--- src/fpa_cfg.svh ---
/*
	Datapath widths and carry segment boundaries.
	Bit 0 is the most significant bit, so segments are listed from the top.
	The two look-ahead segments must each be 16 bits wide.
*/

`ifndef FPA_CFG_SVH
`define FPA_CFG_SVH

// full register width
`define FPA_W 40

// first bit of the middle and of the low carry segment
`define FPA_SEG_A 16
`define FPA_SEG_B 32

// width of the zp readout and of the w input
`define FPA_ZP_W 16

`endif

--- src/fpa_ctrl_pkg.sv ---
/*
	Control encodings for the datapath.
	All fields are active high and sampled on the rising clock edge.
*/

package fpa_ctrl_pkg;

	typedef enum logic [1:0] {
		T_HOLD = 2'b00,
		T_SHR  = 2'b01,
		T_SHL  = 2'b10,
		T_LOAD = 2'b11
	} treg_op_t;

	// code 2'b11 is unused and holds M
	typedef enum logic [1:0] {
		M_HOLD = 2'b00,
		M_SHR  = 2'b01,
		M_LOAD = 2'b10
	} mreg_op_t;

	typedef enum logic [1:0] {
		C_HOLD = 2'b00,
		C_LOAD = 2'b01,
		C_SAR  = 2'b10
	} creg_op_t;

	typedef enum logic [1:0] {
		K_SUM  = 2'b00,
		K_M    = 2'b01,
		K_W    = 2'b10,
		K_ZERO = 2'b11
	} kbus_sel_t;

	// slice select codes, arithmetic mode only
	typedef enum logic [3:0] {
		ALU_PASS = 4'b0000,
		ALU_SUB  = 4'b0110,
		ALU_ADD  = 4'b1001,
		ALU_DEC  = 4'b1111
	} alu_fn_t;

	typedef enum logic [1:0] {
		ZP_HI    = 2'b00,
		ZP_MID   = 2'b01,
		ZP_LOW   = 2'b10,
		ZP_FLAGS = 2'b11
	} zp_sel_t;

endpackage

--- src/fpa_data_pkg.sv ---
/*
	Vector types for the datapath.
	All vectors are ascending, with bit 0 as the MSB.
*/

`include "fpa_cfg.svh"

package fpa_data_pkg;

	// T, M, C and the K bus
	typedef logic [0:`FPA_W-1] word_t;

	// w input and zp readout
	typedef logic [0:`FPA_ZP_W-1] half_t;

	// d input, shown beside the low byte of T
	typedef logic [0:7] byte_t;

	// one alu slice operand, bit 3 is the LSB
	typedef logic [0:3] nib_t;

endpackage

--- src/alu181.sv ---
/*
	4-bit arithmetic slice, active-high data.
	Carry in, carry out, group generate and propagate are active low.
	Only the arithmetic functions are built; there is no logic mode.
*/

module alu181 import fpa_data_pkg::*, fpa_ctrl_pkg::*; (
	input  nib_t    a,
	input  nib_t    b,
	input  alu_fn_t s,
	input  logic    cn_,
	output nib_t    f,
	output logic    g,
	output logic    p,
	output logic    co_
);

	// f = x plus y plus carry, where y is only ever set together with x
	nib_t x;
	nib_t y;

	// cy[4] enters bit 3, cy[0] leaves bit 0
	logic [0:4] cy;
	logic       grp_g;

	always_comb begin
		for (int i = 0; i < 4; i++) begin
			x[i] = a[i] | (b[i] & s[0]) | (~b[i] & s[1]);
			y[i] = a[i] & ((~b[i] & s[2]) | (b[i] & s[3]));
		end
	end

	always_comb begin
		cy[4] = ~cn_;
		for (int i = 3; i >= 0; i--) begin
			cy[i] = y[i] | (x[i] & cy[i+1]);
			f[i] = x[i] ^ y[i] ^ cy[i+1];
		end
	end

	// group terms for the look-ahead unit
	assign grp_g = y[0]
		| (x[0] & y[1])
		| (x[0] & x[1] & y[2])
		| (x[0] & x[1] & x[2] & y[3]);

	assign g = ~grp_g;
	assign p = ~(&x);
	assign co_ = ~cy[0];

endmodule

--- src/carry182.sv ---
/*
	Carry look-ahead over four slices, all signals active low.
	Element 3 of g and p is the least significant group.
*/

module carry182 import fpa_data_pkg::*; (
	input  logic cn_,
	input  nib_t g,
	input  nib_t p,
	output logic c1_,
	output logic c2_,
	output logic c3_
);

	logic c0;
	logic g0, g1, g2;
	logic p0, p1, p2;

	// group 0 sits at the low end of the span
	assign c0 = ~cn_;
	assign g0 = ~g[3];
	assign g1 = ~g[2];
	assign g2 = ~g[1];
	assign p0 = ~p[3];
	assign p1 = ~p[2];
	assign p2 = ~p[1];

	assign c1_ = ~(g0 | (p0 & c0));
	assign c2_ = ~(g1 | (p1 & g0) | (p1 & p0 & c0));
	assign c3_ = ~(g2 | (p2 & g1) | (p2 & p1 & g0) | (p2 & p1 & p0 & c0));

endmodule

--- src/fpa.sv ---
/*
	Arithmetic datapath of the 40-bit FPU, without its sequencer.
	Register changes take one clock; sum, carries, zp and the zero
	detects are combinational. Controls are active-high levels.
*/

`include "fpa_cfg.svh"

module fpa import fpa_data_pkg::*, fpa_ctrl_pkg::*; (
	input  logic      clockm_,
	input  logic      _0_t_,
	input  treg_op_t  t_op,
	input  mreg_op_t  m_op,
	input  creg_op_t  c_op,
	input  kbus_sel_t k_sel,
	input  alu_fn_t   fn_hi,
	input  alu_fn_t   fn_lo,
	input  zp_sel_t   zp_sel,
	input  logic      zp_clear,
	input  logic      t_in,
	input  logic      t_fill,
	input  logic      m_in,
	input  logic      cin_a,
	input  logic      cin_b,
	input  logic      cin_c,
	input  half_t     w,
	input  byte_t     d,
	input  logic      z_f,
	input  logic      m_f,
	input  logic      v_f,
	input  logic      c_f,
	output half_t     zp,
	output logic      t_zero_hi,
	output logic      t_zero_mid,
	output logic      t_zero_low,
	output logic      t_sign,
	output logic      c_sign,
	output logic      m_sign,
	output logic      cout_a,
	output logic      cout_b,
	output logic      cout_c
);

	// width of the low segment of T
	localparam int LOW_W = `FPA_W - `FPA_SEG_B;

	word_t t;
	word_t m;
	word_t c;
	word_t k;
	word_t sum;

	fpa_regs u_regs (
		.clockm_ (clockm_),
		._0_t_   (_0_t_),
		.t_op    (t_op),
		.m_op    (m_op),
		.c_op    (c_op),
		.k       (k),
		.t_in    (t_in),
		.t_fill  (t_fill),
		.m_in    (m_in),
		.t       (t),
		.m       (m),
		.c       (c)
	);

	fpa_sum u_sum (
		.a      (t),
		.b      (c),
		.fn_hi  (fn_hi),
		.fn_lo  (fn_lo),
		.cin_a  (cin_a),
		.cin_b  (cin_b),
		.cin_c  (cin_c),
		.sum    (sum),
		.cout_a (cout_a),
		.cout_b (cout_b),
		.cout_c (cout_c)
	);

	// K bus into T
	always_comb begin
		case (k_sel)
			K_SUM: k = sum;
			K_M: k = m;
			// w fills both upper fields, its top byte the low field
			K_W: k = {w, w, w[0:LOW_W-1]};
			default: k = '0;
		endcase
	end

	// readout, clear wins over any select
	always_comb begin
		if (zp_clear) begin
			zp = '0;
		end else begin
			case (zp_sel)
				ZP_HI: zp = t[0:`FPA_SEG_A-1];
				ZP_MID: zp = t[`FPA_SEG_A:`FPA_SEG_B-1];
				ZP_LOW: zp = {t[`FPA_SEG_B:`FPA_W-1], d};
				default: zp = {z_f, m_f, v_f, c_f, 12'b0};
			endcase
		end
	end

	// field zero detects of T
	assign t_zero_hi = ~|t[0:`FPA_SEG_A-1];
	assign t_zero_mid = ~|t[`FPA_SEG_A:`FPA_SEG_B-1];
	assign t_zero_low = ~|t[`FPA_SEG_B:`FPA_W-1];

	assign t_sign = t[0];
	assign c_sign = c[0];
	assign m_sign = m[0];

endmodule

--- src/fpa_regs.sv ---
/*
	T, M and C registers on one clock with a shared asynchronous clear.
	All three sample the values held before the edge, so T can move into
	M or C in the same cycle that T itself is reloaded.
*/

`include "fpa_cfg.svh"

module fpa_regs import fpa_data_pkg::*, fpa_ctrl_pkg::*; (
	input  logic     clockm_,
	input  logic     _0_t_,
	input  treg_op_t t_op,
	input  mreg_op_t m_op,
	input  creg_op_t c_op,
	input  word_t    k,
	input  logic     t_in,
	input  logic     t_fill,
	input  logic     m_in,
	output word_t    t,
	output word_t    m,
	output word_t    c
);

	// accumulator
	always_ff @(posedge clockm_ or negedge _0_t_) begin
		if (!_0_t_) begin
			t <= '0;
		end else begin
			case (t_op)
				T_HOLD: t <= t;
				// toward bit 39, t_in enters at the top
				T_SHR: t <= {t_in, t[0:`FPA_W-2]};
				// toward bit 0, t_fill enters at the bottom
				T_SHL: t <= {t[1:`FPA_W-1], t_fill};
				T_LOAD: t <= k;
				default: t <= t;
			endcase
		end
	end

	// multiplier / quotient
	always_ff @(posedge clockm_ or negedge _0_t_) begin
		if (!_0_t_) begin
			m <= '0;
		end else begin
			case (m_op)
				M_HOLD: m <= m;
				M_SHR: m <= {m_in, m[0:`FPA_W-2]};
				M_LOAD: m <= t;
				default: m <= m;
			endcase
		end
	end

	// operand
	always_ff @(posedge clockm_ or negedge _0_t_) begin
		if (!_0_t_) begin
			c <= '0;
		end else begin
			case (c_op)
				C_HOLD: c <= c;
				C_LOAD: c <= t;
				// arithmetic shift, sign bit copied down
				C_SAR: c <= {c[0], c[0:`FPA_W-2]};
				default: c <= c;
			endcase
		end
	end

endmodule

--- src/fpa_sum.sv ---
/*
	Segmented 40-bit adder, purely combinational.
	Segments 0-15 and 16-31 use look-ahead, 32-39 ripples two slices.
	No carry crosses a segment boundary; carries here are active high.
*/

`include "fpa_cfg.svh"

module fpa_sum import fpa_data_pkg::*, fpa_ctrl_pkg::*; (
	input  word_t   a,
	input  word_t   b,
	input  alu_fn_t fn_hi,
	input  alu_fn_t fn_lo,
	input  logic    cin_a,
	input  logic    cin_b,
	input  logic    cin_c,
	output word_t   sum,
	output logic    cout_a,
	output logic    cout_b,
	output logic    cout_c
);

	// per look-ahead segment: function, carry in, carry out
	alu_fn_t    seg_fn [0:1];
	logic [0:1] seg_cin;
	logic [0:1] seg_cout;

	assign seg_fn[0] = fn_hi;
	assign seg_fn[1] = fn_lo;
	assign seg_cin = {cin_a, cin_b};
	assign cout_a = seg_cout[0];
	assign cout_b = seg_cout[1];

	for (genvar sg = 0; sg < 2; sg++) begin : g_la
		localparam int BASE = sg * `FPA_SEG_A;

		nib_t       gn;
		nib_t       pn;
		logic [0:3] cn_s;
		logic [0:3] co_s;

		// slice 3 takes the segment carry, the others come from the look-ahead
		assign cn_s[3] = ~seg_cin[sg];
		assign seg_cout[sg] = ~co_s[0];

		carry182 u_la (
			.cn_ (cn_s[3]),
			.g   (gn),
			.p   (pn),
			.c1_ (cn_s[2]),
			.c2_ (cn_s[1]),
			.c3_ (cn_s[0])
		);

		for (genvar j = 0; j < 4; j++) begin : g_slice
			alu181 u_alu (
				.a   (a[BASE+4*j +: 4]),
				.b   (b[BASE+4*j +: 4]),
				.s   (seg_fn[sg]),
				.cn_ (cn_s[j]),
				.f   (sum[BASE+4*j +: 4]),
				.g   (gn[j]),
				.p   (pn[j]),
				.co_ (co_s[j])
			);
		end
	end

	// low segment, two slices in ripple
	logic c_mid_;
	logic c_top_;

	alu181 u_alu_c_lo (
		.a   (a[`FPA_SEG_B+4 +: 4]),
		.b   (b[`FPA_SEG_B+4 +: 4]),
		.s   (fn_lo),
		.cn_ (~cin_c),
		.f   (sum[`FPA_SEG_B+4 +: 4]),
		.g   (),
		.p   (),
		.co_ (c_mid_)
	);

	alu181 u_alu_c_hi (
		.a   (a[`FPA_SEG_B +: 4]),
		.b   (b[`FPA_SEG_B +: 4]),
		.s   (fn_lo),
		.cn_ (c_mid_),
		.f   (sum[`FPA_SEG_B +: 4]),
		.g   (),
		.p   (),
		.co_ (c_top_)
	);

	assign cout_c = ~c_top_;

endmodule

--- config.mk ---
export PLATFORM = sky130hd
export DESIGN_NAME = fpa
export DESIGN_NICKNAME = d
export VERILOG_FILES = /design/src/fpa_ctrl_pkg.sv /design/src/fpa_data_pkg.sv /design/src/alu181.sv /design/src/carry182.sv /design/src/fpa.sv /design/src/fpa_regs.sv /design/src/fpa_sum.sv
export VERILOG_INCLUDE_DIRS = /design/src /design/src/src
export SDC_FILE = /design/constraint.sdc
export NUM_CORES = 1
export LEC_CHECK = 0
export ABC_CLOCK_PERIOD_IN_PS = 3950
export BUFFER_PORTS_ARGS = -buffer_cell sky130_fd_sc_hd__buf_2
export CAP_MARGIN = 20
export CORE_MARGIN = 3
export CORE_UTILIZATION = 45
export CTS_CLUSTER_DIAMETER = 40
export DETAILED_ROUTE_END_ITERATION = 10
export PLACE_DENSITY = 0.67
export SLEW_MARGIN = 40
export SYNTH_ARGS = -nofsm -noshare
export SYNTH_HDL_FRONTEND = slang
export SYNTH_SLANG_ARGS = --single-unit
--- constraint.sdc ---
create_clock -name clockm_ -period 3.95 [get_ports clockm_]
set_input_delay 0.395 -clock clockm_ [delete_from_list [all_inputs] [get_ports clockm_]]
set_output_delay 0.395 -clock clockm_ [all_outputs]
set_load 0.02 [all_outputs]
## After elaboration in Yosys (flattened, before gate mapping)

Cells that the tools add are included.

- Input port bits: 55
- Output and inout port bits: 25
- Register bits: 120
- Word-level logic and storage cells: 626

- Eq/ne operators: 11
- Reductions and logical operators: 18
- Bitwise logic cells: 587
- Mux-type cells: 6

Operator list:

| kind | count |
|---|---|
| bitwise AND 1 bit | 282 |
| case mux 40 bit (3 select lines) | 2 |
| OR 1 bit | 184 |
| case mux 40 bit (2 select lines) | 2 |
| bitwise XOR 1 bit | 80 |
| case mux 16 bit (3 select lines) | 1 |
| inverter 1 bit | 41 |
| OR reduction 16 bit | 2 |
| AND reduction 4 bit | 6 |
| two-way mux 16 bit | 1 |
| == test 2 bit, second input constant | 6 |
| == test 2 x 1 -> 1 bit, second input constant | 5 |
| OR reduction 8 bit | 1 |
| logical NOT 2 bit | 3 |
| nonzero test 2 bit | 2 |
| logical NOT 1 bit | 3 |
| AND reduction 2 bit | 1 |

## Logic depth before layout (Yosys ltp)

- Word-level depth: 21
- Gate-level depth with buffers: 12
- Gate-level depth less buffers: 9

## Hierarchy

Synthesis repeated with hierarchy kept, for this count alone.

- Cells, all modules: 1,118
- Area total of the unflattened synthesis: 10,301.1 µm²

By module, submodules not included:

| module | instances | area an instance (µm²) | cells each |
|---|---|---|---|
| fpa_regs | 1 | 5,688.0 | 443 |
| alu181 | 10 | 314.1 | 45 |
| fpa | 1 | 1,387.6 | 211 |
| carry182 | 2 | 31.3 | 4 |
| fpa_sum | 1 | 22.5 | 6 |

## Least setup slack after synthesis

OpenSTA, ideal clock, no wires.

- Path kind: reg-to-output
- Start: register u_regs.c[8]
- End: output port cout_b
- Arrival: 2,269 ps
- Slack: 1,286 ps
- Required time: 3,555 ps
- Path buffers: 1
- Cell stages (with the launch flop): 11
- Cells stage by stage: dfrtp_1 > buf_4 > mux2_4 > a21oi_2 > o32ai_4 > o211ai_2 > o21ai_2 > a21oi_2 > a31o_2 > o21a_1 > a21oi_1

- Cells in the longest elaborated chain, start to end: 17
- Elaborated cells on any way between the ends: 25
- Those cells by class: bitwise: 24; reduce/logical: 1

Ends and longest elaborated chain:

| item | RTL line | RTL |
|---|---|---|
| from (decl) | fpa_regs.sv:21 | `output word_t c` |
| from (signal assigned) | fpa_regs.sv:62 | `C_LOAD: c <= t;` |
| from (signal assigned) | fpa_regs.sv:64 | `` C_SAR: c <= {c[0], c[0:`FPA_W-2]}; `` |
| inverter 1 bit | alu181.sv:28, alu181.sv:29 |  |
| bitwise AND 1 bit | alu181.sv:29 | `y[i] = a[i] & ((~b[i] & s[2]) \| (b[i] & s[3]));` |
| OR 1 bit | alu181.sv:29 |  |
| bitwise AND 1 bit | alu181.sv:29 |  |
| bitwise AND 1 bit | alu181.sv:45 | `\| (x[0] & x[1] & x[2] & y[3]);` |
| OR 1 bit | alu181.sv:45 |  |
| bitwise AND 1 bit | carry182.sv:30 | `assign c3_ = ~(g2 \| (p2 & g1) \| (p2 & p1 & g0) \| (p2 & p1 & p0 & c0));` |
| OR 1 bit | carry182.sv:30 |  |
| OR 1 bit (*) | carry182.sv:30 |  |
| bitwise AND 1 bit (*) | alu181.sv:36 | `cy[i] = y[i] \| (x[i] & cy[i+1]);` |
| OR 1 bit (*) | alu181.sv:36 |  |
| bitwise AND 1 bit (*) | alu181.sv:36 |  |
| OR 1 bit (*) | alu181.sv:36 |  |
| bitwise AND 1 bit (*) | alu181.sv:36 |  |
| OR 1 bit (*) | alu181.sv:36 |  |
| bitwise AND 1 bit (*) | alu181.sv:36 |  |
| OR 1 bit (*) | alu181.sv:36 |  |
| to (decl) | fpa.sv:40 | `output logic cout_b,` |

Every way passes the cells marked *; elsewhere a longest branch is shown, timed or not.

## Worst setup path in the final report

- Start: register u_regs.t[28]
- End: output port cout_a

- Cells in the longest elaborated chain, start to end: 15
- Elaborated cells on any way between the ends: 22
- Those cells by class: bitwise: 21; reduce/logical: 1

Ends and longest elaborated chain:

| item | RTL line | RTL |
|---|---|---|
| from (decl) | fpa_regs.sv:19 | `output word_t t,` |
| from (signal assigned) | fpa_regs.sv:30 | `T_HOLD: t <= t;` |
| from (signal assigned) | fpa_regs.sv:32 | `` T_SHR: t <= {t_in, t[0:`FPA_W-2]}; `` |
| from (signal assigned) | fpa_regs.sv:34 | `` T_SHL: t <= {t[1:`FPA_W-1], t_fill}; `` |
| OR 1 bit / bitwise AND 1 bit (equally long branches) | alu181.sv:28, alu181.sv:29 |  |
| OR 1 bit / bitwise AND 1 bit (equally long branches) | alu181.sv:28, alu181.sv:45 |  |
| AND reduction 4 bit / OR 1 bit (equally long branches) | alu181.sv:48, alu181.sv:45 |  |
| bitwise AND 1 bit | carry182.sv:30 |  |
| bitwise AND 1 bit / OR 1 bit (equally long branches) | carry182.sv:30 |  |
| OR 1 bit / bitwise AND 1 bit (equally long branches) | carry182.sv:30 |  |
| OR 1 bit (*) | carry182.sv:30 |  |
| bitwise AND 1 bit (*) | alu181.sv:36 |  |
| OR 1 bit (*) | alu181.sv:36 |  |
| bitwise AND 1 bit (*) | alu181.sv:36 |  |
| OR 1 bit (*) | alu181.sv:36 |  |
| bitwise AND 1 bit (*) | alu181.sv:36 |  |
| OR 1 bit (*) | alu181.sv:36 |  |
| bitwise AND 1 bit (*) | alu181.sv:36 |  |
| OR 1 bit (*) | alu181.sv:36 |  |
| to (decl) | fpa.sv:39 | `output logic cout_a,` |

Marks and branches as above.

==> flow_summary_export.csv <==
group,metric,value,unit
worst_setup_path,cp.arrival,3.05,ns
sta,drv_slew,0,
min_path,hold_class,"in2async",
worst_setup_path,worstPathRequired,3.56,ns
global_routing,grt_pass1_wl,51800,microns
synth,yosysWarnings,0,
sta,whs,0.00787,ns
detailed_routing,drc_errors,0,
synth,synth_fp_nets,1334,
die,ios,80,
clock_tree,ctsRootBufferMaster,"clkbuf_16",
clock_tree,cts_tree,"built",
worst_setup_path,cp_slowest_cell,"dfrtp_1",
clock_tree,ctsHoldBuffers,0,
clock_tree,clkLatencyLatePin,0.43,ns
detailed_routing,wl_met2,14500,microns
sta,setup_viol,0,
global_routing,grt_start_max_net_pins,72,
sta,tightest_slew,0.823,ns
final_layout,drive_gt1_share,14.9,%
detailed_routing,vias,9718,
clock_tree,htreeDepth,4,
die,die_x,155,microns
die,die_y,155,microns
die,die_area,23900,sq um
die,core,21400,sq um
sta,min_period,3.45,ns
clock_tree,cts_setup_buffers,0,
placement,post-place-ws,0.858,ns
synth,synth_cell_types,71,
placement,gp_congestion,0.916,
die,rows,53,
clock_tree,cts_resized,0,
synth,synthCells,1276,
global_routing,antenna_found_initial,0,
detailed_routing,drtIter0Drc,1223,
detailed_routing,wirelength,32500,microns
pwr,finalPower,6.08,mW
global_routing,grtUsageTotal,27.2,%
sta,rsz0062_at_grt,"false",
detailed_routing,dr.max_layer_used,"met4",
pwr,power.static_leakage,4.66,nW
placement,dpl.hpwl,22400,microns
sta,setup-tns-final,0,ns
detailed_routing,postRouteAntennaNets,0,
detailed_routing,wl_met1,14100,microns
placement,portBuffers,79,
worst_setup_path,cp_top_family,"compound AO/OA/AOI/OAI gates",
synth,netlist_area,9930,sq um
sta,fin_crit_sh,87.3,%
status,status,"complete, no violations",
synth,syn_area_per_cell,7.78,sq um
detailed_routing,drt-pass1-iter-count,6,
final_layout,final_area,11100,sq um
worst_setup_path,crit_path_max_fanout,12,
worst_setup_path,crit_buf_inv,1,
synth,async_flop_share,100,%
worst_setup_path,crit_path_end_kind,"primary output",
sta,max_freq,0.290,GHz
final_layout,area_growth,11.5,%
clock_tree,cts_buffers,17,
clock_tree,clkTransAtPathRegs,0.06,ns
final_layout,antenna_cells,0,
synth,yosysTopAreaCellShare,30.3,%
final_layout,fin_util,51.8,%
worst_setup_path,worstSetupPathType,"reg2out",
placement,dpl_cell_area,10400,sq um
worst_setup_path,start_kind,"flip-flop",
worst_setup_path,r2r_slack,1.20,ns
synth,synth_area_leader_cell,"dfrtp_1",
run,drv_cap,0,
die,start_util,46.5,%
global_routing,first_global_vias,9013,
detailed_routing,met3_length,2700,microns
pwr,power-per-cell-area,549,nW/um^2
synth,ys_ff_latch,120,
sta,fin_ws,0.501,ns
final_layout,nets,1324,
pwr,ir_drop,235,uV
detailed_routing,viasPerCell,6.25,
placement,dp.cells,1522,
sta,finClkSkew,0.0104,ns
detailed_routing,wl_per_cell,20.9,microns
sta,hold_viol,0,
sta,slew_headroom,45.1,%
global_routing,gr-total-overflow,0,
synth,synth.yosys.seq_area_share,30.3,%
final_layout,layoutNonFillerInstCount,1554,
clock_tree,cts_max_path_buffers,2,
worst_setup_path,crit_chain,"nand2b_1, a21oi_1, a2111oi_2, a21boi_0, nand3_1, nand2_1, a311oi_1, a211oi_1, nor2_1, buf_2",
synth,synth_area_leaders,"dfrtp_1, mux2i_1, o21ai_0",
synth,synth_edf_count,0,
clock_tree,cts.sinks,120,
synth,synth-main-ff-cell,"dfrtp_1",
worst_setup_path,cpPeakStageDelay,0.63,ns
## worst reg2reg max path: stages (launching register included)
cell,delay (ns)
dfrtp_1,0.63
nand2b_1,0.18
a21oi_1,0.07
a2111oi_2,0.45
a21boi_0,0.19
nand3_1,0.16
nand2_1,0.14
a311oi_1,0.42
mux2_2,0.40
nand2_1,0.05
## worst paths after layout
path,from,endpoint,cells past startpoint
max,u_regs.t[28],cout_a,10
min,_0_t_,u_regs.c[26],1
max reg2reg,u_regs.t[28],u_regs.t[39],9
min reg2reg,u_regs.m[0],u_regs.m[0],2
max in group asynchronous,_0_t_,u_regs.c[1],2
min in group clockm_,m_in,u_regs.m[39],3
## report_power, final
group	switching [mW]	internal (mW)	leakage, nW
registers	0.575	1.53	1.54
logic	1.16	0.931	2.78
clock network	0.607	1.28	0.335
total	2.34	3.73	4.66
## synthesized netlist by cell type, types with 3 or more instances
master and number:
nand2_1 201, o21ai_0 151, dfrtp_1 120, mux2i_1 115, nor2_1 104, a21oi_1 93, clkbuf_1 93, inv_1 36
mux2_2 22, nor2b_1 22, a211oi_1 20, o22ai_1 18, xnor2_1 18, buf_2 17, a22oi_1 14, nand2b_1 14
buf_1 13, nand3_1 11, o211ai_1 11, a22o_1 10, a31oi_1 10, nor3_1 10, mux4_2 9, nor4_1 9
o22a_1 9, xor2_1 9, o211a_1 8, a221oi_1 7, a2bb2oi_1 6, o21a_1 6, a222oi_1 5, nand4_1 5
a211o_1 4, a21o_1 4, a221o_1 4, buf_4 4, o2bb2ai_1 4, a21oi_2 3, ha_1 3, o21ai_1 3
o221ai_1 3, or2_2 3
## kinds of logic (layout without fill, tap and decap cells)
kind of cell / count (synthesis) / in the layout / synth area share (%)
buf+inv: 166 / 169 / 6.66
xor+xnor: 27 / 27 / 2.38
mux: 148 / 148 / 16.4
simple gates: 391 / 391 / 16.8
fa+ha+maj: 3 / 3 / 0.378
flops: 120 / 120 / 30.3
compound gates: 421 / 421 / 27.1
## state kept, by name (all words and copies together), names as in the netlist
| register | cells |
|---|---|
| u_regs.m | 40 |
| u_regs.t | 40 |
| u_regs.c | 40 |
## layout make-up
| cell class | count | area [sq um] |
|---|---|---|
| Multi-Input combinational cell | 990 | 6300 |
| Clock buffer | 19 | 453 |
| Sequential cell | 120 | 3000 |
| Timing Repair Buffer | 99 | 579 |
| Fill cell | 2040 | 10300 |
| Inverter | 38 | 143 |
| Clock inverter | 13 | 248 |
| Tap cell | 275 | 344 |
## metal layers
metal	global-route usage (%)	up-vias
li1	-	4545
met1	39.2	4622
met2	40.9	474
met3	4.56	77
met4	10.7	0
met5	0	-
## placed cells by master (no fill, tap or decap), types with 10 or more instances in the layout
cell type,count
clkbuf_16,17
nor2b_1,21
o22ai_1,18
a31oi_1,10
o211ai_1,11
o21ai_0,151
nor2_1,103
buf_4,19
nand2b_1,14
a21oi_1,92
a22oi_1,14
nor3_1,10
nand2_1,201
inv_1,36
mux2i_1,115
a22o_1,10
mux2_2,22
dfrtp_1,120
a211oi_1,20
buf_2,77
xnor2_1,18
nand3_1,11
(Power assumes the default switching activity.)
